**src/source/prog_pkg.sv**
```systemverilog
//////////////////////////////
// program-side request types. mask bits are active low, as on the SDRAM port
//////////////////////////////
`default_nettype none

package prog_pkg;

    ////////////////////////////////
    // widths

    // half-word address width of one SDRAM bank
    localparam int PROG_AW = 22;
    // four banks
    localparam int BANK_W  = 2;

    ////////////////////////////////
    // target word

    // SDRAM view: bank plus half-word address relative to that bank's start
    typedef struct packed {
        logic [BANK_W-1:0]  ba;
        logic [PROG_AW-1:0] addr;
    } sdram_tgt_t;

    // PROM view: plain byte address, pad keeps it the width of the SDRAM view
    typedef struct packed {
        logic [BANK_W-1:0]  pad;
        logic [PROG_AW-1:0] addr;
    } prom_tgt_t;

    // the same target bits are read one way or the other by is_prom
    typedef union packed {
        sdram_tgt_t sdram;
        prom_tgt_t  prom;
    } prog_tgt_u;

    ////////////////////////////////
    // request and port

    // one routed byte
    // mask is 2'b10 for an odd byte, 2'b01 for an even one
    typedef struct packed {
        logic       is_prom;
        prog_tgt_u  tgt;
        logic [7:0] data;
        logic [1:0] mask;
    } prog_req_t;

    // SDRAM write port, we is held until the controller acknowledges
    typedef struct packed {
        logic [PROG_AW-1:0] addr;
        logic [BANK_W-1:0]  ba;
        logic [15:0]        data;
        logic [1:0]         mask;
        logic               we;
    } sdram_wr_t;

endpackage : prog_pkg

`default_nettype wire

```
**src/source/sdram_prog_writer.sv**
```systemverilog
//////////////////////////////
// one write in flight. only SDRAM requests reach this block
//////////////////////////////
`timescale 1ns/10ps
`default_nettype none

module sdram_prog_writer
    import prog_pkg::*;
(
    input  logic      clk,
    input  logic      rst_n,
    input  logic      downloading,
    input  prog_req_t head,
    input  logic      empty,
    output logic      pop,
    output sdram_wr_t sdram,
    input  logic      sdram_ack
);

    typedef enum logic {
        ST_IDLE,
        ST_WRITE
    } state_t;

    state_t             state;
    logic               start;
    logic [PROG_AW-1:0] addr_q;
    logic [BANK_W-1:0]  ba_q;
    logic [7:0]         data_q;
    logic [1:0]         mask_q;

    // a valid head is taken on the next edge when idle
    assign start = (state == ST_IDLE) && !empty && downloading;

    // the entry leaves the FIFO on the edge where the ack is seen
    assign pop = (state == ST_WRITE) && sdram_ack && downloading;

    //////////////////////////////
    // control

    // we is the write state itself, so it drops on the edge after ack
    // and stays low for one cycle before the next entry is taken
    always_ff @(posedge clk) begin
        if (!rst_n) begin
            state <= ST_IDLE;
        end else if (!downloading) begin
            // end of download abandons the write, the FIFO is flushed too
            state <= ST_IDLE;
        end else begin
            case (state)
                ST_IDLE: begin
                    if (!empty) begin
                        state <= ST_WRITE;
                    end
                end
                ST_WRITE: begin
                    if (sdram_ack) begin
                        state <= ST_IDLE;
                    end
                end
                default: state <= ST_IDLE;
            endcase
        end
    end

    //////////////////////////////
    // payload

    // head is read through the SDRAM view of the target union
    always_ff @(posedge clk) begin
        if (start) begin
            addr_q <= head.tgt.sdram.addr;
            ba_q   <= head.tgt.sdram.ba;
            data_q <= head.data;
            mask_q <= head.mask;
        end
    end

    // the byte goes out on both lanes, the mask picks the one written
    always_comb begin
        sdram.addr = addr_q;
        sdram.ba   = ba_q;
        sdram.data = {data_q, data_q};
        sdram.mask = mask_q;
        sdram.we   = (state == ST_WRITE);
    end

endmodule : sdram_prog_writer

`default_nettype wire

```
**config.mk**
```make
export PLATFORM = sky130hd
export DESIGN_NAME = sdram_prog_writer
export DESIGN_NICKNAME = d
export VERILOG_FILES = /design/src/source/prog_pkg.sv /design/src/source/sdram_prog_writer.sv
export SDC_FILE = /design/constraint.sdc
export NUM_CORES = 1
export LEC_CHECK = 0
export BUFFER_PORTS_ARGS = -buffer_cell sky130_fd_sc_hd__buf_2
export CORE_AREA = 2 2 61 63
export CTS_CLUSTER_SIZE = 25
export DETAILED_ROUTE_END_ITERATION = 16
export DIE_AREA = 0 0 63 65
export PLACE_DENSITY = 0.72
export SYNTH_ARGS = -nofsm -noshare
export SYNTH_HDL_FRONTEND = slang
export SYNTH_SLANG_ARGS = --single-unit
```
**constraint.sdc**
```tcl
create_clock -name clk -period 3.7 [get_ports clk]
set_clock_uncertainty 0.15 [all_clocks]
set_input_delay 0.555 -clock clk [delete_from_list [all_inputs] [get_ports clk]]
set_output_delay 0.555 -clock clk [all_outputs]
set_load 0.02 [all_outputs]
```
==> summary.md, run 1 <==
| Metric | Value |
|---|---|
| Total negative slack | 0 ns |
| First drt pass iteration count | 4 |
| F_max | 532.5 MHz |
| P per Cell Area | 446.7 nW/um^2 |
| Pleak | between 0.7 and 0.8 nW |
| RSZ-0062 raised after global routing | false |
| CTS Buffer Depth | 2 |
| Setup violators final | 0 |
| Post-synthesis instance total | around 50 |
| Clock Sink Count | 35 |
| #FFs+latches synth | 35 |
| Area grow syn2layout | 40.51% |
| Final critical-path required period | about 1.9 ns |
| Routed wire length | roughly 2.3 mm |
| ANT nets after route | 0 |
| Largest net degree at the start of global routing | 27 |
| Fill count | 314 |
| Die Height | 65 microns |
| Hold Path Class | in2reg |
| Crit path arrival time | 1.73 ns |
| Most common cell after layout, fill and taps aside | buf_2 |
| Clk pin slew, worst setup/hold paths | approximately 0.10 ns |
| Peak supply drop | about 0.00021 V |
| Tcrit/Tclk final | 0.5075 |
| Warnings, synthesis | 0 |
| Crit-path max FO | 26 |
| CTS tree | done |
| Final Util | 0.4581 |
| Max-slew violations | 0 |
| Hold Vio Cnt, Final | 0 |
| Gpl congestion | 0.6049 |
| Chip width | about 63 microns |
| CP startpoint kind | register |
| Status | completed |
| Global-route wire length before repair | 3.463 mm |
| Vias | about 740 |
| Post-synthesis cell area | 1140 sq um |
| CTS hold repair buffers | 0 |
| Core ar. | 3496 sq um |
| # rows | 22 |
| Main area contributors after synthesis | edfxtp_1 90%, buf_4 5.9%, dfxtp_1 1.8%, a211oi_1 0.66%, nor3b_1 0.66% |
| Clock latency on the worst-skew pair | roughly 0.32 ns |
| Layout cell share with drive strength beyond 1 | 0.6923 |
| Worst-margin pin slew | 0.6819 ns |
| Post-synth top area cell | edfxtp_1 |
| Root Buffer | clkbuf_4 |
| Critical Path End Type | register |
| Top-area cell type share of the netlist area | 0.8957 |
| Total GRT Usage | 0.1206 |
| Nets | 170 |
| # diodes | 0 |
| Post-CTS Setup Bufs | 0 |
| Worst EP required | 3.55 ns |
| Num CTS Buffers | 5 |
| Remaining Overflow, GRT | 0 |
| Starting Density | 0.3261 |
| Syn avg cell area | 23.26 sq um |
| Cell variety after synth | 8 |
| WL/cell | 12.93 microns |
| Most frequent cells in the layout | 82 x buf_2, 34 x edfxtp_1, 5 x clkbuf_4 |
| Initial antenna violation count | 0 |
| Syn_nets | 89 |
| Die footprint | 4095 sq um |
| Crit path kind | reg2reg |
| Sequential-to-total area share from yosys stat | 0.9133 |
| Number of global-route vias before repair | 748 |
| Post_cts resized | 0 |
| Max-cap check violation count | 0 |
| Drt drc | 0 |
| H-Tree Depth | 2 |
| Top Ports | 84 |
| Number of port buffers | 82 |
| Worst slew margin | 0.5434 |
| Number of DRC markers in iteration 0 | 50 |
| Via/cell ratio | 4.135 |
## path summary, 6_finish.rpt
path                start         to  slack (ns)  cells after the start
setup / recovery    state  addr_q[4]        1.82                      2
setup reg to reg    state  addr_q[4]        1.82                      2
hold reg to reg     state      state        0.40                      1
hold / removal    head[6]  data_q[4]        0.25                      1
## routing by layer
metal | GRT usage | part of all wire
met1 | 0.1038 | 0.32
met2 | 0.2021 | 0.51
met3 | 0.08333 | 0.15
met4 | 0.07500 | 0.014
met5 | 0 | 0
## critical path, cell delays in order (launching register included)
cell     delay (ns)
dfxtp_1        0.36
nor3b_2        0.60
buf_4          0.43
## cell families (layout without fill, tap and decap cells)
logic type      Yosys count  count (layout)  synth area share
compound gates            1               1          0.006589
flops                    35              35            0.9133
simple gates              4               4           0.02086
buf+inv                   9              90           0.05927
## registers in the layout, summed over array words and instances, names as in the netlist
register  count
addr_q       22
ba_q          2
state         1
mask_q        2
data_q        8
## synth_stat cells
cell / instances
a211oi_1: 1
dfxtp_1: 1
and3_1: 1
edfxtp_1: 34
nand2_1: 1
nor2b_1: 1
nor3b_1: 1
buf_4: 9
## where the power goes
part / switching, mW / total [mW] / internal (mW) / leakage (nW)
clock: 0.115 / 0.183 / 0.0673 / 0.0285
sequential: 0.00468 / 0.459 / 0.455 / 0.326
combinational: 0.0452 / 0.0736 / 0.0283 / 0.346
total: 0.165 / 0.715 / 0.550 / 0.700
## area by class of cell
class	count	area, sq um	area share
repair buffers	83	417.9	0.2609
well taps	48	60.06	0.03750
flip-flops and latches	35	1041	0.6500
clock buffers	5	37.54	0.02344
multi-input cells	5	36.28	0.02266
clock inverters	2	8.758	0.005469
## through the flow
stage	setup slack, ns	hold WS (ns)	power [mW]	area, sq um	instances
after floorplan	0.0008928	0.3239	0.5086	1140	49
after global placement	1.555	0.3557	0.5409	1555	171
after detailed placement	1.496	0.3825	0.5435	1555	171
after CTS	1.790	0.2294	0.7287	1602	178
after global routing	1.653	0.2109	0.7547	1602	178
final	1.822	0.2527	0.7154	1602	178
Power figures use the tool's default switching activity.
==> inputs of run 2 (changes only) <==
--- a/config.mk
+++ b/config.mk
@@ -6,11 +6,11 @@
 export NUM_CORES = 1
 export LEC_CHECK = 0
 export BUFFER_PORTS_ARGS = -buffer_cell sky130_fd_sc_hd__buf_2
-export CORE_AREA = 2 2 61 63
+export CORE_AREA = 2 2 58 60
 export CTS_CLUSTER_SIZE = 25
 export DETAILED_ROUTE_END_ITERATION = 16
-export DIE_AREA = 0 0 63 65
-export PLACE_DENSITY = 0.72
+export DIE_AREA = 0 0 60 62
+export PLACE_DENSITY = 0.75
 export SYNTH_ARGS = -nofsm -noshare
 export SYNTH_HDL_FRONTEND = slang
 export SYNTH_SLANG_ARGS = --single-unit
==> constraint.sdc (replaced) <==
create_clock -name clk -period 1.9 [get_ports clk]
set_clock_uncertainty 0.15 [all_clocks]
set_input_delay 0.285 -clock clk [delete_from_list [all_inputs] [get_ports clk]]
set_output_delay 0.285 -clock clk [all_outputs]
set_load 0.02 [all_outputs]
==> summary.md, run 2 (same netlist as run 1, synthesis figures left out) <==
| Metric | Value |
|---|---|
| Initial antenna violation count | 0 |
| Peak supply drop | approximately 0.00041 V |
| Nets | 206 |
| Die footprint | between 3000 and 4000 sq um |
| H-Tree Depth | 2 |
| Worst EP required | 1.46 ns |
| Number of global-route vias before repair | 811 |
| Setup violators final | 0 |
| Crit path arrival time | about 1.2 ns |
| Die Height | 62 microns |
| Pleak | about 0.85 nW |
| CP max stage delay | between 0.5 and 0.6 ns |
| Number of port buffers | 82 |
| CTS tree | done |
| Most frequent cells in the layout | 82 x buf_2, 35 x dlygate4sd3_1, 34 x edfxtp_1 |
| Slowest CP cell | dlygate4sd3_1 |
| Core ar. | 3179 sq um |
| Placed Area | 1567 sq um |
| Worst slew margin | 0.8265 |
| CP startpoint kind | primary input |
| Most common cell after layout, fill and taps aside | buf_2 |
| Global-route wire length before repair | between 3 and 4 mm |
| # diodes | 0 |
| Area grow syn2layout | 72.23% |
| # rows | 21 |
| P per Cell Area | ~740 nW/um^2 |
| Design area | ~2000 sq um |
| Largest net degree at the start of global routing | 22 |
| Chip width | ~60 microns |
| Num CTS Buffers | 5 |
| Layout cell share with drive strength beyond 1 | 0.5482 |
| CP most frequent cell | buf_2 |
| Clock latency on the worst-skew pair | around 0.32 ns |
| First drt pass iteration count | 4 |
| Final total power | around 1.4 mW |
| CP Cell Sequence | dlygate4sd3_1, buf_2, and3_1, buf_2 |
| Hold Slack | about 0.032 ns |
| Gpl congestion | between 0.6 and 0.7 |
| Worst-margin pin slew | 0.2602 ns |
| Final critical-path required period | approximately 1.7 ns |
| ANT nets after route | 0 |
| Crit path buf inv count | 3 |
| Crit-path max FO | 2 |
| Max-cap check violation count | 0 |
| Vias | 850 |
| Remaining Overflow, GRT | 0 |
| Status | completed |
| Top Family by Delay on Critical Path | buffers and inverters |
| CTS Buffer Depth | 2 |
| Dpl hpwl | 1.595 mm |
| Post-CTS Setup Bufs | 0 |
| Critical Path End Type | primary output |
| Crit path kind | in2out |
| Clock Sink Count | 35 |
| Largest registers | addr_q: 22 flops, data_q: 8 flops |
| RSZ-0062 raised after global routing | false |
| Number of DRC markers in iteration 0 | 4 |
| Fill count | 237 |
| Clk pin slew, worst setup/hold paths | 0.10 ns |
| Starting Density | 0.3585 |
| Hold Vio Cnt, Final | 0 |
| Post_cts resized | 0 |
| Reg with most FFs | addr_q |
| Top Ports | 84 |
| Total negative slack | 0 ns |
| Total GRT Usage | 0.1471 |
| WL/cell | around 12 microns |
| Largest register FFs | 22 |
| Via/cell ratio | 4.009 |
| Max-slew violations | 0 |
| Routed wire length | 2.619 mm |
| Drt drc | 0 |
| Hold Path Class | in2reg |
| Tcrit/Tclk final | 0.8739 |
| CTS hold repair buffers | 35 |
| Root Buffer | clkbuf_4 |
| F_max | 602.3 MHz |
==> run 2: cell count changes in the layout (fill, tap and decap cells not counted), sizes merged <==
cell and change:
dlygate4sd3 +35, buf +1
==> run 2: tightest hold or removal path: cells and delay by family <==
kind | cells | cell delay, ns
AND/OR/NAND/NOR | 1 | 0.05
buffers and inverters | 1 | 0.09
AO/OA/AOI/OAI | 1 | 0.03
==> run 2: metrics by stage <==
stage	instances	setup WS, ns	util
6_report	212	0.2397	0.6175
5_1_grt	212	0.1972	0.6175
4_1_cts	212	0.2500	0.6175
3_5_place_dp	170	0.5148	0.4927
3_3_place_gp	170	0.5511	0.4927
2_1_floorplan	49	0.04366	-
==> run 2: worst paths after layout <==
| check | from | end | slack (ns) | cells after the start |
|---|---|---|---|---|
| worst max-delay path | sdram_ack | pop | 0.24 | 4 |
| worst min-delay path | rst_n | state | 0.03 | 3 |
| worst min register to register | state | state | 0.41 | 1 |
| worst max register to register | state | data_q[2] | 0.54 | 2 |
==> run 2: final cells by class <==
class / instances / area, sq um / area share
tap: 46 / 57.56 / 0.02932
multi-input combinational: 5 / 42.54 / 0.02167
clock inverter: 2 / 8.758 / 0.004461
timing repair buffer: 119 / 775.7 / 0.3952
sequential: 35 / 1041 / 0.5303
clock buffer: 5 / 37.54 / 0.01912
==> run 2: metal layers <==
layer | global-route usage | vias to the layer above | wire length (microns)
met2 | 0.2640 | 61 | 1337
met1 | 0.1464 | 372 | 940
met5 | 0 | - | 0
met3 | 0.07246 | 5 | 304
li1 | - | 412 | -
met4 | 0.05714 | 0 | 37
==> run 2: report_power, final <==
part	total [mW]	internal, mW	switching (mW)
clock network	0.349	0.131	0.218
logic	0.203	0.105	0.0985
registers	0.895	0.885	0.0102
