<file path="src/source/prog_pkg.sv">
//////////////////////////////
// program-side request types. mask bits are active low, as on the SDRAM port
//////////////////////////////
`default_nettype none

package prog_pkg;

    ////////////////////////////////
    // widths

    // half-word address width of one SDRAM bank
    localparam int PROG_AW = 22;
    // four banks
    localparam int BANK_W  = 2;

    ////////////////////////////////
    // target word

    // SDRAM view: bank plus half-word address relative to that bank's start
    typedef struct packed {
        logic [BANK_W-1:0]  ba;
        logic [PROG_AW-1:0] addr;
    } sdram_tgt_t;

    // PROM view: plain byte address, pad keeps it the width of the SDRAM view
    typedef struct packed {
        logic [BANK_W-1:0]  pad;
        logic [PROG_AW-1:0] addr;
    } prom_tgt_t;

    // the same target bits are read one way or the other by is_prom
    typedef union packed {
        sdram_tgt_t sdram;
        prom_tgt_t  prom;
    } prog_tgt_u;

    ////////////////////////////////
    // request and port

    // one routed byte
    // mask is 2'b10 for an odd byte, 2'b01 for an even one
    typedef struct packed {
        logic       is_prom;
        prog_tgt_u  tgt;
        logic [7:0] data;
        logic [1:0] mask;
    } prog_req_t;

    // SDRAM write port, we is held until the controller acknowledges
    typedef struct packed {
        logic [PROG_AW-1:0] addr;
        logic [BANK_W-1:0]  ba;
        logic [15:0]        data;
        logic [1:0]         mask;
        logic               we;
    } sdram_wr_t;

endpackage : prog_pkg

`default_nettype wire

</file>
<file path="src/source/prog_fifo.sv">
//////////////////////////////
// show-ahead FIFO, FIFO_DEPTH a power of two. full also counts a push in flight
//////////////////////////////
`timescale 1ns/10ps
`default_nettype none

module prog_fifo
    import prog_pkg::*;
#(
    parameter int FIFO_DEPTH = 4
) (
    input  logic      clk,
    input  logic      rst_n,
    input  logic      flush,
    input  logic      push,
    input  prog_req_t din,
    input  logic      pop,
    output prog_req_t dout,
    output logic      empty,
    output logic      full
);

    localparam int PTR_W = $clog2(FIFO_DEPTH);

    prog_req_t        mem [FIFO_DEPTH];
    logic [PTR_W-1:0] wr_ptr;
    logic [PTR_W-1:0] rd_ptr;
    logic [PTR_W:0]   count;
    logic             wr_en;
    logic             rd_en;
    logic             at_depth;

    assign at_depth = (count == FIFO_DEPTH[PTR_W:0]);
    assign empty    = (count == '0);

    // the host samples full before it strobes, and the router adds one cycle,
    // so a push already on its way has to be counted as an occupied slot
    assign full = at_depth || ((count == FIFO_DEPTH[PTR_W:0] - 1'b1) && push);

    // a pop frees a slot in the same cycle
    assign wr_en = push && (!at_depth || pop);
    assign rd_en = pop && !empty;

    //////////////////////////////
    // pointers and count

    always_ff @(posedge clk) begin
        if (!rst_n || flush) begin
            wr_ptr <= '0;
            rd_ptr <= '0;
            count  <= '0;
        end else begin
            if (wr_en) begin
                wr_ptr <= wr_ptr + 1'b1;
            end
            if (rd_en) begin
                rd_ptr <= rd_ptr + 1'b1;
            end
            // simultaneous push and pop leave the count alone
            if (wr_en && !rd_en) begin
                count <= count + 1'b1;
            end else if (!wr_en && rd_en) begin
                count <= count - 1'b1;
            end
        end
    end

    //////////////////////////////
    // storage

    always_ff @(posedge clk) begin
        if (wr_en) begin
            mem[wr_ptr] <= din;
        end
    end

    // head is presented straight from the array
    assign dout = mem[rd_ptr];

endmodule : prog_fifo

`default_nettype wire

</file>
<file path="config.mk">
export PLATFORM = sky130hd
export DESIGN_NAME = prog_fifo
export DESIGN_NICKNAME = d
export VERILOG_FILES = /design/src/source/prog_pkg.sv /design/src/source/prog_fifo.sv
export SDC_FILE = /design/constraint.sdc
export NUM_CORES = 1
export LEC_CHECK = 0
export BUFFER_PORTS_ARGS = -buffer_cell sky130_fd_sc_hd__buf_2
export CAP_MARGIN = 20
export CELL_PAD_IN_SITES_DETAIL_PLACEMENT = 1
export CELL_PAD_IN_SITES_GLOBAL_PLACEMENT = 1
export CORE_ASPECT_RATIO = 1.1
export CORE_UTILIZATION = 27
export DETAILED_ROUTE_END_ITERATION = 12
export PLACE_DENSITY_LB_ADDON = 0.12
export RECOVER_POWER = 100
export SYNTH_ARGS = -nofsm -noshare
export SYNTH_HDL_FRONTEND = slang
export SYNTH_SLANG_ARGS = --single-unit
</file>
<file path="constraint.sdc">
create_clock -name clk -period 2.5 [get_ports clk]
set_input_delay 0 -clock clk [delete_from_list [all_inputs] [get_ports clk]]
set_output_delay 0 -clock clk [all_outputs]
set_load 0.03 [all_outputs]
</file>
==> flow_summary.yaml, run 1 <==
placed_design:
  hpwl_mm: 6.60
  portBuffers: 76
  gp_congestion: 0.637
  pre_cts_ws_ns: 0.301
status:
  violations: "DRC"
  outcome: "finished, violations left"
drt:
  post-route-drc-count: 10
  dr_wl_met2_mm: 5.66
  routed_wl_mm: 11.1
  wl_met3_um: 463
  wirelength_met1_mm: 4.84
  drt_iter0_markers: 99
  drt_first_pass_iters: 8
  viasPerCell: 4.42
  highest_layer: "met4"
  wire_per_inst_um: 17.6
  ant_nets: 0
  vias: 2796
sta:
  fmax_mhz: 441
  fin_crit_sh_pct: 90.7
  skew_ns: 0.00389
  rsz0062_at_grt: "false"
  worst_slew_pin_slew_ns: 1.17
  fin_crit_ns: 2.27
  finalSetupTns_ns: 0
  drv_slew: 0
  maxSlewHeadroom_pct: 22.2
  setup_slack_ns: 0.231
  finalHoldViolCount: 0
  setup_viol: 0
layout:
  multiInputGateArea_um2: 1080
  fin_nets: 414
  fin_util_pct: 35.9
  diodes: 0
  seqCellArea_um2: 4390
  syn_to_final_growth_pct: 29.5
  fillers: 1980
  drive_gt1_share_pct: 31.2
setup_path:
  critPathArrivalTime_ns: 2.27
  critPathMaxFanout: 35
  end_kind: "primary output"
  reg2reg_to: "count[2]$_SDFFE_PP0P_"
  rrSetupSlack_ns: 0.27
  r2r_start: "count[0]$_SDFFE_PP0P_"
  reg2regPathDepth: 8
  critPathKind: "reg -> out"
  required_ns: 2.50
  startpoint_type: "flip-flop"
die:
  dieArea_um2: 21000
  chipHeight_um: 152
  initial_core_util_pct: 27.7
  core_area_um2: 19900
  io_pins: 77
  die_w_um: 138
  std_cell_rows: 54
power:
  total_power_w: 0.00568
  seqPwrFrac_pct: 49.9
  p_int_w: 0.00436
  p_switching_w: 0.00131
  powerDensity_nw_per_um2: 794
  vdd_drop_max_mv: 0.479
  clkPwrFrac_pct: 41.7
  swShare_pct: 23.1
  p_leak_nw: 2.33
  pwr-share-comb_pct: 8.4
cts:
  h-tree-depth: 4
  cts.sinks: 149
  cts.repair.resized: 0
  cts_setup_buffers: 0
  cts_buffers: 17
  clock_latency_ns: 0.41
  cts.clk_slew.worst_paths_ns: 0.06
  cts_root_buf: "clkbuf_16"
  cts_tree: "built"
  cts_buffer_depth: 2
min_path:
  min_from: "pop"
  worstHoldEndpoint: "rd_ptr[0]$_SDFFE_PP0P_"
  hold_path.class: "in -> reg"
  holdPathStages: 4
synth:
  synth_nets: 282
  syn_inst: 236
  ys_types: 27
  ys_ff_latch: 149
  yosysSeqAreaShare_pct: 79.4
  ys.warnings.count: 0
  synthesis.area_um2: 5520
  synth.avg_cell_area_um2: 23.4
flow_run:
  drv_cap: 0
grt:
  overflow: 0
  first_global_vias: 2988
  grtUsageTotal_pct: 11.3
  grt_max_degree: 36
  antenna_found_initial: 0
  grt_pass1_wl_mm: 17.0
-- registers in the layout (all words and copies together), names as in the netlist, named ones only --
signal  count
count       3
wr_ptr      2
rd_ptr      2
mem       140
-- logic make-up after synthesis --
family / count (synthesis) / synth area share, %
flip-flops: 149 / 79.4
multiplexers: 36 / 14.5
AND/OR/NAND/NOR: 20 / 1.99
buffers and inverters: 13 / 0.997
AO/OA/AOI/OAI: 8 / 1.02
adder cells (fa/ha/maj): 6 / 1.50
XOR/XNOR: 4 / 0.634
-- metal layers --
layer	GRT usage (%)	up-vias
met1	13.4	1467
met5	0	-
li1	-	1251
met2	18.9	67
met3	3.50	11
met4	4.65	0
-- cells in the mapped netlist --
| library cell | number | share of area [%] |
|---|---|---|
| and3_1 | 4 | 0.45 |
| nor2b_1 | 1 | 0.11 |
| inv_1 | 3 | 0.20 |
| o21ai_0 | 2 | 0.18 |
| nor3_1 | 1 | 0.091 |
| dfxtp_1 | 9 | 3.3 |
| or3_1 | 1 | 0.11 |
| xor2_1 | 4 | 0.63 |
| a21o_1 | 1 | 0.14 |
| ha_1 | 5 | 1.1 |
| buf_2 | 5 | 0.45 |
| nand3_1 | 2 | 0.18 |
| or4b_1 | 1 | 0.18 |
| nand2b_1 | 1 | 0.11 |
| o311ai_0 | 1 | 0.16 |
| clkbuf_1 | 5 | 0.34 |
| and2_4 | 1 | 0.16 |
| edfxtp_1 | 140 | 76 |
| fa_1 | 1 | 0.36 |
| a21oi_1 | 2 | 0.18 |
| nor2_1 | 6 | 0.41 |
| mux2i_1 | 1 | 0.18 |
| mux4_2 | 35 | 14 |
| nand2_1 | 1 | 0.068 |
| o31ai_2 | 1 | 0.23 |
| nand4_1 | 1 | 0.11 |
| o31ai_1 | 1 | 0.14 |
-- worst max path at each step --
stage               depth (start not counted)  slack (ns)               endpoint                   from
detailed placement                          8        0.30  count[2]$_SDFFE_PP0P_  count[0]$_SDFFE_PP0P_
global placement                            8        0.34  count[2]$_SDFFE_PP0P_  count[1]$_SDFFE_PP0P_
CTS                                         8        0.28  count[2]$_SDFFE_PP0P_  count[0]$_SDFFE_PP0P_
finish                                      3        0.23               dout[33]              flip-flop
floorplan                                   9        0.34  count[2]$_SDFFE_PP0P_  count[1]$_SDFFE_PP0P_
global route                                3        0.07               dout[26]              flip-flop
-- what timing repair did --
| item | in CTS | in global routing |
|---|---|---|
| setup endpoints to repair | 0 | 0 |
| endpoints found under the hold margin | 142 | 0 |
| hold buffers | 38 | 0 |
-- through the flow --
| stage | instances | area (um2) | hold WS (ns) |
|---|---|---|---|
| floorplan | 236 | 5520 | 0.0989 |
| global placement | 563 | 6340 | 0.217 |
| detailed placement | 563 | 6340 | 0.221 |
| CTS | 633 | 7270 | 0.00833 |
| global route | 633 | 7150 | 0.0346 |
| finish | 633 | 7150 | 0.0223 |
-- power groups by stage --
stage | combinational (W) | sequential (W) | clock [W]
2_1_floorplan | 0.000290 | 0.00288 | 0
3_3_place_gp | 0.000463 | 0.00289 | 0
3_5_place_dp | 0.000467 | 0.00289 | 0
4_1_cts | 0.000514 | 0.00284 | 0.00245
5_1_grt | 0.000517 | 0.00284 | 0.00253
6_report | 0.000475 | 0.00283 | 0.00237
-- layout make-up --
cell class	count	area share, %
Clock buffer	17	5.95
Clock inverter	15	1.85
Inverter	3	0.157
Multi-Input combinational cell	74	15.2
Sequential cell	149	61.3
Tap cell	252	4.41
Timing Repair Buffer	123	11.1
-- worst max-delay path, stage by stage, from the launching register on --
cell      delay (ns)
dfxtp_2         0.31
clkbuf_2        0.86
mux4_2          0.45
clkbuf_2        0.21
-- placed cells by master (no fill, tap or decap), types with 2 or more instances in the layout --
master / count
dfxtp_2: 2
buf_2: 8
dlygate4sd3_1: 38
and3_2: 4
clkinv_4: 4
clkbuf_1: 38
o21ai_0: 2
xor2_1: 4
mux4_2: 35
dfxtp_1: 7
clkbuf_4: 3
inv_6: 2
clkbuf_16: 17
inv_1: 3
clkinvlp_4: 5
nor2_1: 6
a21oi_1: 2
ha_1: 5
edfxtp_1: 140
nand3_1: 2
buf_12: 2
clkinv_1: 2
clkbuf_2: 34
Power figures use the tool's default switching activity.
==> run 2, diff against run 1 <==
Settings changed: CORE_MARGIN set to 1.5, CTS_BUF_LIST set to sky130_fd_sc_hd__clkbuf_16.
Clock period 2.5 ns to 2.1 ns, I/O delays scaled along.
==> run 2 against run 1 <==
The run still ends with DRC left. Wire length up 1.1%. Critical path depth rose by 5. Register-to-register slack got worse by 0.21 ns. Clock power grew 17%. Utilization up 0.62 points. Sequential power increased by 19%. Flip-flop and latch count is the same. Global-route usage is essentially flat. Sequential share of layout area decreased by 0.98 points. Largest power group unchanged. Highest routed layer unchanged.
==> flow_summary.yaml, run 2 (same netlist as run 1, synthesis figures left out) <==
setup_path:
  critPathArrivalTime_ns: 2.38
  cp_top_family: "simple AND/OR/NAND/NOR gates"
  critPathMaxFanout: 6
  crit_chain: "or4b_4, and2_4, ha_4, inv_2, fa_2, xor2_1, or3_1, a21oi_1"
  max_stage_delay_ns: 0.52
  rrSetupSlack_ns: 0.06
  cp_slowest_cell: "or4b_4"
  end_kind: "flip-flop"
  worst-path-stages: 8
  critPathKind: "reg -> reg"
  crit_buf_inv: 1
  required_ns: 2.44
  reg2regPathDepth: 8
  startpoint_type: "flip-flop"
layout:
  syn_to_final_growth_pct: 31.8
  top_regs: "mem x140, count x3"
  fin_util_pct: 36.5
  multiInputGateArea_um2: 1110
  largest-register: "mem"
  diodes: 0
  seqCellArea_um2: 4390
  final_common_cell: "edfxtp_1"
  layout_common_cells: "edfxtp_1 (140), buf_2 (41), dlygate4sd3_1 (39)"
  fin_nets: 418
  fin_cells: 637
  drive_gt1_share_pct: 34.5
  fillers: 1980
  fin_area_um2: 7280
  largest_reg_flops: 140
power:
  powerDensity_nw_per_um2: 927
  total_power_w: 0.00674
  vdd_drop_max_mv: 0.535
  p_leak_nw: 2.37
drt:
  wl_met3_um: 590
  drt_first_pass_iters: 8
  vias: 2808
  wirelength_met1_mm: 4.95
  viasPerCell: 4.41
  wire_per_inst_um: 17.7
  highest_layer: "met4"
  drt_iter0_markers: 219
  routed_wl_mm: 11.2
  post-route-drc-count: 8
  ant_nets: 0
  dr_wl_met2_mm: 5.58
cts:
  cts_root_buf: "clkbuf_16"
  cts_buffers: 17
  cts.clk_slew.worst_paths_ns: 0.06
  cts_tree: "built"
  cts_buffer_depth: 2
  h-tree-depth: 4
  clock_latency_ns: 0.41
  cts.sinks: 149
die:
  io_pins: 77
  core_area_um2: 19900
  std_cell_rows: 54
  die_w_um: 139
  dieArea_um2: 21300
  chipHeight_um: 153
  initial_core_util_pct: 27.7
status:
  outcome: "finished, violations left"
  violations: "DRC"
sta:
  drv_slew: 0
  fin_crit_ns: 2.04
  setup_viol: 0
  skew_ns: 0.00523
  worst_slew_pin_slew_ns: 0.437
  finalHoldViolCount: 0
  maxSlewHeadroom_pct: 70.9
  holdWs_ns: 0.0456
  rsz0062_at_grt: "true"
  fmax_mhz: 490
  fin_crit_sh_pct: 97.1
placed_design:
  dp.cells: 564
  gp_congestion: 0.634
  dpl-instance-area_um2: 6360
  hpwl_mm: 6.57
  portBuffers: 76
grt:
  grt_pass1_wl_mm: 17.6
  overflow: 0
  grtUsageTotal_pct: 11.3
  grt_max_degree: 36
  first_global_vias: 3098
  antenna_found_initial: 0
min_path:
  hold_path.class: "in -> reg"
  holdPathStages: 4
flow_run:
  drv_cap: 0
[run 2: cell types whose count changed in the layout (fill, tap and decap cells not counted), sizes merged]
cell,change
buf,+43
clkbuf,-40
inv,-2
clkinv,+1
clkinvlp,+1
dlygate4sd3,+1
[run 2: metal layers]
layer | up-vias | track usage (%)
met4 | 0 | 4.10
met2 | 65 | 18.0
met5 | - | 0
met1 | 1470 | 14.1
met3 | 12 | 3.95
li1 | 1261 | -
[run 2: worst min-delay path: cells and delay by family]
| family | cells | cell delay (ns) |
|---|---|---|
| buffers and inverters | 1 | 0.12 |
| AO/OA/AOI/OAI | 1 | 0.11 |
| AND/OR/NAND/NOR | 1 | 0.11 |
| XOR/XNOR | 1 | 0.07 |
[run 2: metrics by stage]
stage / setup TNS (ns) / setup WS (ns)
3_3_place_gp: 0 / 0.0237
6_report: 0 / 0.0603
5_1_grt: -0.0473 / -0.0473
4_1_cts: 0 / 0.0226
3_5_place_dp: 0 / 0.0120
2_1_floorplan: 0 / 0.0135
[run 2: final timing paths]
kind / startpoint / end
max: count[0]$_SDFFE_PP0P_ / count[2]$_SDFFE_PP0P_
min reg2reg: rd_ptr[0]$_SDFFE_PP0P_ / flip-flop
min: pop / flip-flop
max reg2reg: count[0]$_SDFFE_PP0P_ / count[2]$_SDFFE_PP0P_
[run 2: what timing repair did]
action | in CTS | in global routing
resized for setup | 1 | 1
pin swaps | 0 | 2
hold buffers | 39 | 0
hold endpoints to repair | 142 | 0
cloned | 0 | 0
endpoints found under the setup margin | 1 | 1
buffers inserted | 0 | 2
[run 2: final cells by class]
| type | instances | area share [%] |
|---|---|---|
| repair buffers | 127 | 12.4 |
| flip-flops and latches | 149 | 60.4 |
| inverters | 3 | 0.155 |
| multi-input cells | 74 | 15.3 |
| well taps | 252 | 4.33 |
| clock buffers | 17 | 5.85 |
| clock inverters | 15 | 1.60 |
[run 2: power by group]
part           leakage (nW)  internal (W)  total (W)  switching, W
Sequential             1.36       0.00334    0.00337     0.0000277
Clock                 0.251       0.00161    0.00277       0.00116
Combinational         0.762      0.000255   0.000605      0.000351
==> run 3, diff against run 2 <==
Settings changed: GPL_TIMING_DRIVEN set to 0.
==> run 3 against run 2 <==
The run still ends with DRC left. Highest routed layer unchanged. Via count increased by 0.64%. Maximum frequency increased by 1.2%. Cell count increased by 1.1%. Combinational power about the same. Worst setup slack improved by 0.024 ns. Global-route usage increased by 0.28 points. Clock power increased by 26%. Clock skew increased by 0.0016 ns. Wire length increased by 1.9%. Sequential share of layout area decreased by 1.0 points. Hold slack improved by 0.056 ns. Flip-flop and latch count unchanged. Largest cell class unchanged.
==> flow_summary.yaml, run 3 (same netlist as run 1, synthesis figures left out) <==
sta:
  maxSlewHeadroom_pct: 61.7
  setup_viol: 0
  drv_slew: 0
  fin_crit_sh_pct: 96.0
  fin_crit_ns: 2.02
  finalHoldViolCount: 0
  fmax_mhz: 496
  rsz0062_at_grt: "false"
  setup_slack_ns: 0.0847
  holdWs_ns: 0.101
  worst_slew_pin_slew_ns: 0.575
  skew_ns: 0.00684
placed_design:
  portBuffers: 76
  pre_cts_ws_ns: -0.111
  hpwl_mm: 7.14
  gp_congestion: 0.700
  dpl-instance-area_um2: 6340
layout:
  top_regs: "mem x140, count x3"
  fin_nets: 425
  diodes: 0
  fillers: 1971
  largest_reg_flops: 140
  layout_common_cells: "edfxtp_1 (140), clkbuf_1 (44), dlygate4sd3_1 (40)"
  drive_gt1_share_pct: 32.9
  largest-register: "mem"
  syn_to_final_growth_pct: 34.2
  fin_area_um2: 7410
  final_common_cell: "edfxtp_1"
setup_path:
  crit_chain: "or4b_4, and2_4, ha_4, inv_2, fa_2, xor2_1, or3_1, a21oi_1"
  critPathArrivalTime_ns: 2.36
  max_stage_delay_ns: 0.52
  required_ns: 2.44
  critPathKind: "reg -> reg"
  end_kind: "flip-flop"
  startpoint_type: "flip-flop"
  rrSetupSlack_ns: 0.08
  cp_top_family: "simple AND/OR/NAND/NOR gates"
  crit_buf_inv: 1
  critPathMaxFanout: 4
  cp_slowest_cell: "or4b_4"
die:
  chipHeight_um: 153
  die_w_um: 139
  io_pins: 77
  core_area_um2: 19900
  std_cell_rows: 54
  initial_core_util_pct: 27.7
  dieArea_um2: 21300
power:
  seqPwrFrac_pct: 45.1
  swShare_pct: 20.6
  clkPwrFrac_pct: 46.8
  vdd_drop_max_mv: 0.571
  p_leak_nw: 2.45
  p_switching_w: 0.00154
  pwr-share-comb_pct: 8.1
  powerDensity_nw_per_um2: 1010
  p_int_w: 0.00592
drt:
  post-route-drc-count: 8
  ant_nets: 0
  vias: 2826
  drt_first_pass_iters: 10
  wire_per_inst_um: 17.8
  viasPerCell: 4.39
  drt_iter0_markers: 170
  routed_wl_mm: 11.5
grt:
  antenna_found_initial: 0
  overflow: 0
  grt_max_degree: 22
  grt_pass1_wl_mm: 17.9
  first_global_vias: 3151
  grtUsageTotal_pct: 11.5
cts:
  cts_root_buf: "clkbuf_16"
  cts.sinks: 149
  clock_latency_ns: 0.41
  cts.clk_slew.worst_paths_ns: 0.06
  cts_tree: "built"
  cts_buffers: 17
  cts_buffer_depth: 2
  h-tree-depth: 4
status:
  violations: "DRC"
  outcome: "finished, violations left"
min_path:
  hold_path.class: "in -> reg"
flow_run:
  drv_cap: 0
## run 3: cell count changes in the layout (fill, tap and decap cells not counted), moves of 3 or more
cell and delta:
buf_12 -7, buf_2 -34, clkbuf_2 +29, clkbuf_4 +4, buf_6 +6, clkbuf_1 +9, bufinv_16 +6, clkinv_2 -3
dfxtp_2 -3, clkinvlp_4 -4
## run 3: tightest hold or removal path: stages
cell and delay (ns):
buf_2 0.08, nand2b_1 0.05, clkbuf_1 0.21, nor2_1 0.14
## run 3: final cells by class
type / instances / area, um2 / share of cell area (%)
Buffer: 8 / 65.1 / 0.878
Clock buffer: 17 / 425 / 5.74
Clock inverter: 15 / 260 / 3.51
Inverter: 3 / 11.3 / 0.152
Multi-Input combinational cell: 74 / 1120 / 15.1
Sequential cell: 149 / 4400 / 59.3
Tap cell: 252 / 315 / 4.26
Timing Repair Buffer: 126 / 816 / 11.0
## run 3: final timing paths
check,startpoint,end,depth (start not counted)
worst max-delay path,count[0]$_SDFFE_PP0P_,count[2]$_SDFFE_PP0P_,8
worst min-delay path,rst_n,rd_ptr[0]$_SDFFE_PP0P_,4
worst max register to register,count[0]$_SDFFE_PP0P_,count[2]$_SDFFE_PP0P_,8
worst min register to register,rd_ptr[0]$_SDFFE_PP0P_,rd_ptr[0]$_SDFFE_PP0P_,2
## run 3: repair_timing
action,in CTS,in global routing
endpoints found under the hold margin,143,0
resized for setup,11,8
setup endpoints to repair,32,32
setup buffers,4,2
pin swaps,1,4
hold buffers,40,0
## run 3: through the flow
step	util (%)	power (W)	TNS (ns)	cells
2_1_floorplan	-	0.00378	0	236
3_3_place_gp	31.3	0.00397	-104.64	564
3_5_place_dp	31.8	0.00399	-0.180	568
4_1_cts	37.5	0.00758	-0.128	642
5_1_grt	37.2	0.00774	0	644
6_report	37.2	0.00746	0	644
## run 3: power by group through the flow
stage | Sequential [W] | Combinational (W) | Clock [W]
detailed placement | 0.00343 | 0.000557 | 0
CTS | 0.00337 | 0.000631 | 0.00358
global placement | 0.00343 | 0.000537 | 0
finish | 0.00337 | 0.000603 | 0.00349
floorplan | 0.00342 | 0.000354 | 0
global route | 0.00337 | 0.000659 | 0.00370
## run 3: layer usage
| layer | global-route usage [%] | wire (um) | up-vias |
|---|---|---|---|
| met5 | 0 | 0 | - |
| met2 | 18.6 | 5790 | 61 |
| met3 | 2.79 | 430 | 13 |
| li1 | - | - | 1279 |
| met1 | 14.5 | 5040 | 1473 |
| met4 | 5.78 | 198 | 0 |
