<file path="config.mk">
export PLATFORM = sky130hd
export DESIGN_NAME = rom_dwnld_router
export DESIGN_NICKNAME = d
export VERILOG_FILES = /design/src/source/ioctl_pkg.sv /design/src/source/prog_pkg.sv /design/src/source/rom_dwnld_router.sv
export SDC_FILE = /design/constraint.sdc
export NUM_CORES = 1
export LEC_CHECK = 0
export BUFFER_PORTS_ARGS = -buffer_cell sky130_fd_sc_hd__buf_2
export CAP_MARGIN = 20
export CORE_MARGIN = 10
export CORE_UTILIZATION = 38
export DETAILED_ROUTE_END_ITERATION = 10
export GPL_TIMING_DRIVEN = 1
export PLACE_DENSITY = 0.78
export SKIP_CTS_REPAIR_TIMING = 1
export SYNTH_ARGS = -nofsm -noshare
export SYNTH_HDL_FRONTEND = slang
export SYNTH_SLANG_ARGS = --single-unit
</file>
<file path="constraint.sdc">
create_clock -name clk -period 2.2 [get_ports clk]
set_clock_uncertainty 0.05 [all_clocks]
set_input_delay 0.44 -clock clk [delete_from_list [all_inputs] [get_ports clk]]
set_output_delay 0.44 -clock clk [all_outputs]
set_load 0.01 [all_outputs]
</file>
<file path="src/source/ioctl_pkg.sv">
//////////////////////////////
// host download types. addresses are absolute byte addresses into the ROM image
//////////////////////////////
`default_nettype none

package ioctl_pkg;

    ////////////////////////////////
    // widths

    // byte address width of the host download stream
    // 25 bits covers a 32 MB image
    localparam int IOCTL_AW = 25;

    ////////////////////////////////
    // host beat

    // one byte as presented by the host
    // wr is a single-cycle strobe and only counts while downloading is high
    typedef struct packed {
        logic [IOCTL_AW-1:0] addr;
        logic [7:0]          data;
        logic                wr;
    } ioctl_beat_t;

endpackage : ioctl_pkg

`default_nettype wire

</file>
<file path="src/source/prog_pkg.sv">
//////////////////////////////
// program-side request types. mask bits are active low, as on the SDRAM port
//////////////////////////////
`default_nettype none

package prog_pkg;

    ////////////////////////////////
    // widths

    // half-word address width of one SDRAM bank
    localparam int PROG_AW = 22;
    // four banks
    localparam int BANK_W  = 2;

    ////////////////////////////////
    // target word

    // SDRAM view: bank plus half-word address relative to that bank's start
    typedef struct packed {
        logic [BANK_W-1:0]  ba;
        logic [PROG_AW-1:0] addr;
    } sdram_tgt_t;

    // PROM view: plain byte address, pad keeps it the width of the SDRAM view
    typedef struct packed {
        logic [BANK_W-1:0]  pad;
        logic [PROG_AW-1:0] addr;
    } prom_tgt_t;

    // the same target bits are read one way or the other by is_prom
    typedef union packed {
        sdram_tgt_t sdram;
        prom_tgt_t  prom;
    } prog_tgt_u;

    ////////////////////////////////
    // request and port

    // one routed byte
    // mask is 2'b10 for an odd byte, 2'b01 for an even one
    typedef struct packed {
        logic       is_prom;
        prog_tgt_u  tgt;
        logic [7:0] data;
        logic [1:0] mask;
    } prog_req_t;

    // SDRAM write port, we is held until the controller acknowledges
    typedef struct packed {
        logic [PROG_AW-1:0] addr;
        logic [BANK_W-1:0]  ba;
        logic [15:0]        data;
        logic [1:0]         mask;
        logic               we;
    } sdram_wr_t;

endpackage : prog_pkg

`default_nettype wire

</file>
<file path="src/source/rom_dwnld_router.sv">
//////////////////////////////
// all-ones start values disable PROM or banking. PROM_AW must not exceed PROG_AW
//////////////////////////////
`timescale 1ns/10ps
`default_nettype none

module rom_dwnld_router
    import ioctl_pkg::*, prog_pkg::*;
#(
    parameter logic [IOCTL_AW-1:0] PROM_START = '1,
    parameter logic [IOCTL_AW-1:0] BA1_START  = '1,
    parameter logic [IOCTL_AW-1:0] BA2_START  = '1,
    parameter logic [IOCTL_AW-1:0] BA3_START  = '1,
    parameter int                  PROM_AW    = 12
) (
    input  logic               clk,
    input  logic               rst_n,
    input  logic               downloading,
    input  ioctl_beat_t        beat,
    output prog_req_t          req,
    output logic               push,
    output logic               prom_we,
    output logic [PROM_AW-1:0] prom_addr,
    output logic [7:0]         prom_data
);

    // a start value of all ones means the feature is not used
    localparam logic [IOCTL_AW-1:0] ALL_ONES = {IOCTL_AW{1'b1}};
    localparam bit BA_EN   = (BA1_START != ALL_ONES) || (BA2_START != ALL_ONES) ||
                             (BA3_START != ALL_ONES);
    localparam bit PROM_EN = (PROM_START != ALL_ONES);

    logic                accept;
    logic                is_prom;
    logic [BANK_W-1:0]   bank;
    logic [IOCTL_AW-1:0] offset;
    logic [IOCTL_AW-1:0] eff_addr;
    prog_req_t           req_d;

    // a byte only counts while the download window is open
    assign accept  = beat.wr && downloading;
    // everything from PROM_START upwards belongs to the on-chip PROM
    assign is_prom = PROM_EN && (beat.addr >= PROM_START);

    //////////////////////////////
    // bank decode

    // highest bank whose start is at or below the address wins
    always_comb begin
        if (!BA_EN) begin
            bank = 2'd0;
        end else if (beat.addr >= BA3_START) begin
            bank = 2'd3;
        end else if (beat.addr >= BA2_START) begin
            bank = 2'd2;
        end else if (beat.addr >= BA1_START) begin
            bank = 2'd1;
        end else begin
            bank = 2'd0;
        end
        case (bank)
            2'd1:    offset = BA1_START;
            2'd2:    offset = BA2_START;
            2'd3:    offset = BA3_START;
            default: offset = '0;
        endcase
        // byte offset inside the bank, bit 0 becomes the lane select
        eff_addr = beat.addr - offset;
    end

    //////////////////////////////
    // request build

    always_comb begin
        req_d.is_prom = is_prom;
        if (is_prom) begin
            // PROM keeps the absolute byte address, the low bits index the array
            req_d.tgt.prom.pad  = '0;
            req_d.tgt.prom.addr = beat.addr[PROG_AW-1:0];
        end else begin
            req_d.tgt.sdram.ba   = bank;
            req_d.tgt.sdram.addr = eff_addr[PROG_AW:1];
        end
        req_d.data = beat.data;
        // odd bytes go to the lower lane
        req_d.mask = beat.addr[0] ? 2'b10 : 2'b01;
    end

    // strobes are single-cycle, one cycle after the accepting edge
    always_ff @(posedge clk) begin
        if (!rst_n) begin
            push    <= 1'b0;
            prom_we <= 1'b0;
        end else begin
            push    <= accept && !is_prom;
            prom_we <= accept && is_prom;
        end
    end

    // payload is only looked at together with a strobe
    always_ff @(posedge clk) begin
        if (accept) begin
            req <= req_d;
        end
    end

    // PROM side reads the PROM view of the registered target
    assign prom_addr = req.tgt.prom.addr[PROM_AW-1:0];
    assign prom_data = req.data;

endmodule : rom_dwnld_router

`default_nettype wire

</file>
==> run metrics, run 1 <==
Synth Area in Compound Gates 0; Antenna diodes 0; non-filler cells, final 170; PortBufs 87; Post-Synth Adder-Cell Area 0; Final Cell Area 1560 µm²; Remaining DRCs 0; Final setup viols 0; Antenna Violating Nets Remaining 0; multiplexer area fraction after synthesis 0; worst path cell trace buf_2; most common cell after layout, fill and taps aside buf_2; Synth-to-Final Area Change 31.7%; Critical Path Sink Type output pin; WHS Path Cells 1; CTS Buf Count 5; clock tree from TritonCTS yes; WS Path Type register to output pin; routed wl met2 1480 µm; status finished clean; cell family with most CP delay flip-flops; Final Max Slew Viols 0; Tot Pwr 0.00121 W; crit start category register; Nets 173; hold path endpoint prom_addr[1]; CP required 1.71 ns; initial core utilization 0.393; post-synthesis cell area 1180 µm²; Hold WC Path Type input port to register; Final Hold Fails 0; register area 981 µm²; Worst VDD drop 483 µV; Tmin final 1.37 ns; Yosys reg bits 33; number of fill cells in the layout 255; H-tree Lvls 2; average cell area after synthesis 19.4 µm²; CP max stage delay 0.40 ns; fin util 0.518; # IOs 94; Core Footprint 3000 µm²; WL met3 557 µm; main combinational cell family by area after synthesis buffers and inverters; hold path start beat[11]; root buffer selected by CTS clkbuf_4; Post-Synthesis Cells 61; uppermost layer routed met4; DRT iter0 DRCs 26; period utilization 0.621; LEAKAGE 0.721 nW; antenna violations before repair 0; Die Wd 75.8 µm; dpl hpwl 2480 µm; RSZ-0062 raised after global routing false; fmax 732 MHz; multi-input combinational cell area 27.5 µm²; first-pass GRT wire length 4220 µm; GRT Util Overall 0.105; final WL 2900 µm; Clock Sinks 33; Pre-Repair DR Iteration Count 2; clock transition at the registers of the reported paths 0.10 ns; Crit path arrival time 0.88 ns; unique cell type count in the Yosys netlist 7; post-synthesis xor/xnor area fraction 0; die area 5740 µm²; fraction of layout cells with a size suffix above 1 0.701; Clock Path Buffers 2; gpl congestion 0.639; most frequent cells in the layout buf_2, edfxtp_1, clkbuf_4, conb_1; Fin Setup TNS 0 ns; FP Rows 20; simple-gate portion of the synthesized area 0.0106; drt wl/cell 17.0 µm; via count 732; Placed Instances 162; CP Buf/Inv Count 1; dpl cell area 1500 µm²; vias in the first global route 827; Metal-1 WL 809 µm; Seq/Total Area, Yosys 0.831; Worst path slowest cell edfxtp_1; CP Max Fanout 2; Max Cap Viol 0; gr ovfl total 0; die span in y 75.8 µm; PD cells 777 nW/µm²; largest net degree at the start of global routing 21; Yosys warning count 0; vias per cell 4.31
==> worst max-delay path by stage <==
| stage | end | startpoint | cells after the start |
|---|---|---|---|
| 2_1_floorplan | prom_addr[0] | beat[0] | 1 |
| 3_3_place_gp | prom_data[0] | beat[0] | 3 |
| 3_5_place_dp | prom_addr[11] | beat[0] | 3 |
| 4_1_cts | prom_data[2] | prom_data[2] | 1 |
| 5_1_grt | prom_addr[10] | prom_addr[10] | 1 |
| 6_report | prom_addr[1] | prom_addr[1] | 1 |
==> cells by family (layout without fill, tap and decap cells) <==
kind of cell / Yosys count / in the layout
buffers and inverters: 25 / 98
flip-flops: 33 / 33
other: 1 / 4
AND/OR/NAND/NOR: 2 / 2
==> state kept, by name (all words and copies together), names as in the netlist <==
signal / flops
prom_data: 8
prom_addr: 12
push: 1
req: 12
==> cells in the mapped netlist <==
master | n | share of area
buf_4 | 24 | 0.15
and3_1 | 1 | 0.0053
edfxtp_1 | 32 | 0.81
conb_1 | 1 | 0.0032
inv_1 | 1 | 0.0032
dfxtp_1 | 1 | 0.017
and2_1 | 1 | 0.0053
==> final cells by class <==
cell class,count,area share
Inverter,1,0.00241
Clock inverter,2,0.00644
Multi-Input combinational cell,6,0.0177
Timing Repair Buffer,89,0.290
Clock buffer,6,0.0265
Tap cell,33,0.0265
Sequential cell,33,0.631
==> per-layer routing <==
layer | global-route usage | vias up
li1 | - | 338
met1 | 0.0816 | 329
met2 | 0.173 | 58
met3 | 0.0938 | 7
met4 | 0.0557 | 0
met5 | 0 | -
==> power by group <==
group / internal [W] / leakage [nW] / switching, W
Sequential: 0.000735 / 0.309 / 0.0000133
Clock: 0.000122 / 0.0320 / 0.000191
Combinational: 0.0000651 / 0.380 / 0.0000827
==> stage by stage <==
step | worst slack (ns) | hold slack (ns)
after global placement | 0.917 | 0.566
after floorplan | 0.523 | 0.489
after detailed placement | 0.894 | 0.568
final | 0.834 | 0.235
after global routing | 0.765 | 0.206
after CTS | 0.797 | 0.212
Note: power is estimated with default switching activity, not from simulation.
==> inputs of run 2 (changes only) <==
--- a/config.mk
+++ b/config.mk
@@ -5,6 +5,7 @@
 export SDC_FILE = /design/constraint.sdc
 export NUM_CORES = 1
 export LEC_CHECK = 0
+export ABC_AREA = 1
 export BUFFER_PORTS_ARGS = -buffer_cell sky130_fd_sc_hd__buf_2
 export CAP_MARGIN = 20
 export CORE_MARGIN = 10
==> constraint.sdc (replaced) <==
create_clock -name clk -period 1.34 [get_ports clk]
set_clock_uncertainty 0.05 [all_clocks]
set_input_delay 0.268 -clock clk [delete_from_list [all_inputs] [get_ports clk]]
set_output_delay 0.268 -clock clk [all_outputs]
set_load 0.01 [all_outputs]
==> run 2 against run 1 <==
Compared with the run above:
- sequential share of layout area decreased by 1.8 points
- critical path type unchanged
- core utilization is 1.1 points higher
- die area grew 0.32%
- non-clock buffer count did not move
- power grew 64%
- count of clock-buffer cells in the layout grew 2
- sequential cell count stayed put
- critical endpoint is now req[17]
==> run metrics, run 2 <==
gpl congestion 0.643 (was 0.639); CP required 1.02 ns (was 1.71 ns); RSZ-0062 raised after global routing false (unchanged); Yosys warning count 0 (unchanged); CP Buf/Inv Count 1 (unchanged); first-pass GRT wire length 3680 µm (was 4220 µm); Antenna Violating Nets Remaining 0 (unchanged); most common cell after layout, fill and taps aside buf_2 (unchanged); Yosys top cell area share 0.810 (was 0.814); Core Footprint 3030 µm² (was 3000 µm²); crit start category register (unchanged); Synth-to-Final Area Change 34.9% (was 31.7%); fmax 842 MHz; die area 5760 µm² (was 5740 µm²); antenna violations before repair 0 (unchanged); DRT iter0 DRCs 18 (was 26); Async SR Flop Fraction 0 (unchanged); Final Hold Fails 0 (unchanged); Post-Synthesis Cells 63 (was 61); Worst path slowest cell edfxtp_1 (unchanged); Fin Setup TNS 0 ns (unchanged); simple-gate portion of the synthesized area 0.00844 (was 0.0106); via count 732 (unchanged); register area 981 µm² (unchanged); Critical Path Sink Type output pin (unchanged); Crit path arrival time 0.87 ns (was 0.88 ns); CTS Buf Count 5 (unchanged); post-synthesis xor/xnor area fraction 0 (unchanged); GRT Util Overall 0.0892 (was 0.105); period utilization 0.886; dpl cell area 1550 µm² (was 1500 µm²); WS Path Type register to output pin (unchanged); Synth Flop Type edfxtp_1 (unchanged); most frequent cells in the layout buf_2, edfxtp_1, clkbuf_4, conb_1, clkbuf_1 (was buf_2, edfxtp_1, clkbuf_4, conb_1); # IOs 94 (unchanged); Remaining DRCs 0 (unchanged); Max Cap Viol 0 (unchanged); number of fill cells in the layout 264 (was 255); cell family with most CP delay flip-flops (unchanged); multiplexer area fraction after synthesis 0 (unchanged); Seq/Total Area, Yosys 0.827 (was 0.831); multi-input combinational cell area 25.0 µm² (was 27.5 µm²); worst path cell trace buf_2 (unchanged); main combinational cell family by area after synthesis buffers and inverters (unchanged); Post-Synth Adder-Cell Area 0 (unchanged); unique cell type count in the Yosys netlist 7 (unchanged); Final setup viols 0 (unchanged); gr ovfl total 0 (unchanged); PortBufs 87 (unchanged); fin util 0.529 (was 0.518); Clock Sinks 33 (unchanged); PD cells 1240 nW/µm² (was 777 nW/µm²); Pre-Repair DR Iteration Count 4 (was 2); largest net degree at the start of global routing 19 (was 21); Final Max Slew Viols 0 (unchanged); H-tree Lvls 2 (unchanged); Yosys top cell by area edfxtp_1 (unchanged); Tmin final 1.19 ns; Antenna diodes 0 (unchanged); vias per cell 4.00 (was 4.31); CP max stage delay 0.39 ns (was 0.40 ns); dominant cells by area after synthesis edfxtp_1, buf_4, dfxtp_1, inv_1, nor2_2 (was edfxtp_1, buf_4, dfxtp_1, and2_1, and3_1); Clock Path Buffers 2 (unchanged); clock tree from TritonCTS yes (unchanged); vias in the first global route 727 (was 827); Yosys reg bits 33 (unchanged); Synth Area in Compound Gates 0 (unchanged); most frequent cell after synthesis edfxtp_1 (unchanged); final WL 2750 µm (was 2900 µm); average cell area after synthesis 18.8 µm² (was 19.4 µm²); clock transition at the registers of the reported paths 0.09 ns (was 0.10 ns); drt wl/cell 15.0 µm (was 17.0 µm); CP Max Fanout 2 (unchanged); Hold WC Path Type input port to register (unchanged); Nets 175 (was 173); post-synthesis cell area 1190 µm² (was 1180 µm²); root buffer selected by CTS clkbuf_4 (unchanged); status finished clean (unchanged); synth cell count leaders edfxtp_1, buf_4, inv_1 (was edfxtp_1, buf_4); Die Wd 75.9 µm (was 75.8 µm); fraction of layout cells with a size suffix above 1 0.691 (was 0.701); Post-synth EDFFs 32 (unchanged); Final Cell Area 1600 µm² (was 1560 µm²); die span in y 75.9 µm (was 75.8 µm); initial core utilization 0.392 (was 0.393); FP Rows 20 (unchanged); LEAKAGE 0.724 nW (was 0.721 nW); Worst VDD drop 663 µV (was 483 µV)
-- run 2: cell types whose count changed in the layout (fill, tap and decap cells not counted), sizes merged --
cell      change
and2          -1
and3          -1
clkbuf        +2
clkinv        -2
clkinvlp      +1
inv           +1
nand2         +1
nor2          +1
-- run 2: final cells by class --
class / count / area share
flip-flops and latches: 33 / 0.613
repair buffers: 89 / 0.297
well taps: 44 / 0.0344
clock buffers: 8 / 0.0305
multi-input cells: 6 / 0.0156
inverters: 3 / 0.00938
-- run 2: kinds of logic (layout without fill, tap and decap cells) --
logic type / after synthesis / after routing
other: 1 / 4
flip-flops: 33 / 33
buffers and inverters: 27 / 100
AND/OR/NAND/NOR: 2 / 2
-- run 2: layer usage --
metal / GRT usage / up-vias / part of all wire
met5: 0 / - / 0
met4: 0.0557 / 0 / 0.021
met3: 0.0651 / 8 / 0.20
met2: 0.140 / 62 / 0.45
met1: 0.0814 / 321 / 0.32
li1: - / 341 / -
-- run 2: path summary, 6_finish.rpt --
kind,cells past startpoint,end,from
setup / recovery,1,req[17],prom_addr[7]
hold / removal,1,prom_data[5],beat[6]
-- run 2: where the power goes --
| group | switching (W) | leakage [nW] | total (W) | internal, W |
|---|---|---|---|---|
| logic | 0.000138 | 0.389 | 0.000253 | 0.000115 |
| clock network | 0.000298 | 0.0265 | 0.000507 | 0.000209 |
| registers | 0.0000204 | 0.309 | 0.00123 | 0.00121 |
-- run 2: stage by stage --
step | power [W] | hold slack, ns | instances | setup WS, ns
global route | 0.00209 | 0.0376 | 183 | 0.0873
CTS | 0.00202 | 0.0477 | 183 | 0.126
floorplan | 0.00140 | 0.317 | 66 | 0.0600
global placement | 0.00150 | 0.394 | 175 | 0.231
detailed placement | 0.00151 | 0.396 | 175 | 0.206
finish | 0.00199 | 0.0647 | 183 | 0.153
==> inputs of run 3 (changes only) <==
--- a/config.mk
+++ b/config.mk
@@ -5,14 +5,14 @@
 export SDC_FILE = /design/constraint.sdc
 export NUM_CORES = 1
 export LEC_CHECK = 0
-export ABC_AREA = 1
+export ABC_AREA = 0
 export BUFFER_PORTS_ARGS = -buffer_cell sky130_fd_sc_hd__buf_2
 export CAP_MARGIN = 20
 export CORE_MARGIN = 10
 export CORE_UTILIZATION = 38
 export DETAILED_ROUTE_END_ITERATION = 10
 export GPL_TIMING_DRIVEN = 1
-export PLACE_DENSITY = 0.78
+export PLACE_DENSITY = 0.86
 export SKIP_CTS_REPAIR_TIMING = 1
 export SYNTH_ARGS = -nofsm -noshare
 export SYNTH_HDL_FRONTEND = slang
==> run 3 against run 2 <==
Compared with the run above:
- via count decreased by 3.4%
- final area is 2.5% lower
- hold slack improved by 0.011 ns
- first-iteration DRC count rose to 2.6 times the previous value
- power is 1.4% lower
- core utilization fell by 0.89 points
- sequential cell count did not move
- sequential power barely moved
- worst setup slack gained 0.0077 ns
- critical path depth unchanged
- maximum frequency increased by 0.66%
- final cell count down 7.7%
==> run metrics, run 3 (synthesis results as in run 1) <==
status finished clean (unchanged); Hold WS 0.0760 ns (was 0.0647 ns); Placed Instances 161 (was 175); Tmin final 1.18 ns (was 1.19 ns); H-tree Lvls 2 (unchanged); Crit path arrival time 0.86 ns (was 0.87 ns); Antenna Violating Nets Remaining 0 (unchanged); Core Footprint 3000 µm² (was 3030 µm²); Worst path slowest cell edfxtp_1 (unchanged); Clock Path Buffers 2 (unchanged); CP max stage delay 0.40 ns (was 0.39 ns); fmax 848 MHz (was 842 MHz); Clock Sinks 33 (unchanged); pre-CTS setup slack 0.220 ns (was 0.206 ns); most frequent cells in the layout buf_2, edfxtp_1, clkbuf_4, conb_1, clkbuf_1 (unchanged); via count 707 (was 732); Pre-Repair DR Iteration Count 4 (unchanged); PortBufs 87 (unchanged); fraction of layout cells with a size suffix above 1 0.699 (was 0.691); cell family with most CP delay flip-flops (unchanged); # IOs 94 (unchanged); Final Max Slew Viols 0 (unchanged); die span in y 75.8 µm (was 75.9 µm); period utilization 0.880 (was 0.886); dpl hpwl 2440 µm; most common cell after layout, fill and taps aside buf_2 (unchanged); CP required 1.02 ns (about the same); CTS Buf Count 5 (unchanged); FP Rows 20 (unchanged); Crit path depth 1 (unchanged); Worst Setup SP prom_addr[11] (was prom_addr[7]); Critical Path Sink Type output pin (unchanged); worst path cell trace buf_2 (unchanged); crit start category register (unchanged); root buffer selected by CTS clkbuf_4 (unchanged); Nets 172 (was 175); CP Buf/Inv Count 1 (unchanged); antenna violations before repair 0 (unchanged); Remaining DRCs 0 (unchanged); gpl congestion 0.628 (was 0.643); GRT Util Overall 0.0942 (was 0.0892); Hold WC Path Type input port to register (unchanged); drt wl/cell 16.7 µm (was 15.0 µm); clock transition at the registers of the reported paths 0.09 ns (about the same); gr ovfl total 0 (unchanged); Fin Setup TNS 0 ns (unchanged); Antenna diodes 0 (unchanged); WS Path Type register to output pin (unchanged); vias in the first global route 807 (was 727); Worst VDD drop 702 µV (was 663 µV); largest net degree at the start of global routing 31 (was 19); Die Wd 75.8 µm (was 75.9 µm); DRT iter0 DRCs 46 (was 18); RSZ-0062 raised after global routing false (unchanged); Worst Setup EP prom_addr[11] (was req[17]); final WL 2830 µm (was 2750 µm); clock tree from TritonCTS yes (unchanged); LEAKAGE 0.717 nW (was 0.724 nW); die area 5740 µm² (was 5760 µm²); CP Max Fanout 2 (unchanged); first-pass GRT wire length 3930 µm (was 3680 µm); PD cells 1260 nW/µm² (was 1240 nW/µm²); initial core utilization 0.393 (was 0.392); setup ws final 0.161 ns (was 0.153 ns); Synth-to-Final Area Change 32.1% (was 34.9%); Final setup viols 0 (unchanged); Max Cap Viol 0 (unchanged); vias per cell 4.18 (was 4.00); non-filler cells, final 169 (was 183); Final Hold Fails 0 (unchanged)
[run 3: metal layers]
| layer | wire length [µm] | track usage | part of all wire |
|---|---|---|---|
| met1 | 843 | 0.0725 | 0.30 |
| met2 | 1540 | 0.179 | 0.55 |
| met3 | 430 | 0.0651 | 0.15 |
| met5 | 0 | 0 | 0 |
| met4 | 6 | 0.0309 | 0.0021 |
[run 3: how the worst min path moves through the flow]
| stage | to | slack, ns | cells after the start | start |
|---|---|---|---|---|
| after global placement | prom_addr[6] | 0.39 | 1 | beat[16] |
| final | prom_addr[5] | 0.08 | 1 | beat[15] |
| after global routing | prom_data[0] | 0.04 | 1 | beat[1] |
| after detailed placement | req[23] | 0.40 | 1 | beat[23] |
| after CTS | req[28] | 0.06 | 1 | beat[28] |
| after floorplan | prom_addr[0] | 0.32 | 0 | beat[10] |
[run 3: final cells by class]
class	count	area, µm²
fillers	264	1440
flip-flops and latches	33	981
repair buffers	88	455
clock buffers	7	45.0
well taps	33	41.3
multi-input cells	6	28.8
clock inverters	1	5.00
inverters	1	3.75
[run 3: power breakdown]
part           switching [W]  internal [W]  leakage [nW]
sequential         0.0000211       0.00121         0.309
combinational       0.000136      0.000109         0.380
clock               0.000282      0.000204        0.0293
[run 3: through the flow]
stage | cell area (µm²) | util | power, W
global placement | 1510 | 0.503 | 0.00150
global route | 1560 | 0.520 | 0.00207
detailed placement | 1510 | 0.503 | 0.00151
CTS | 1560 | 0.520 | 0.00200
finish | 1560 | 0.520 | 0.00196
floorplan | 1190 | - | 0.00140
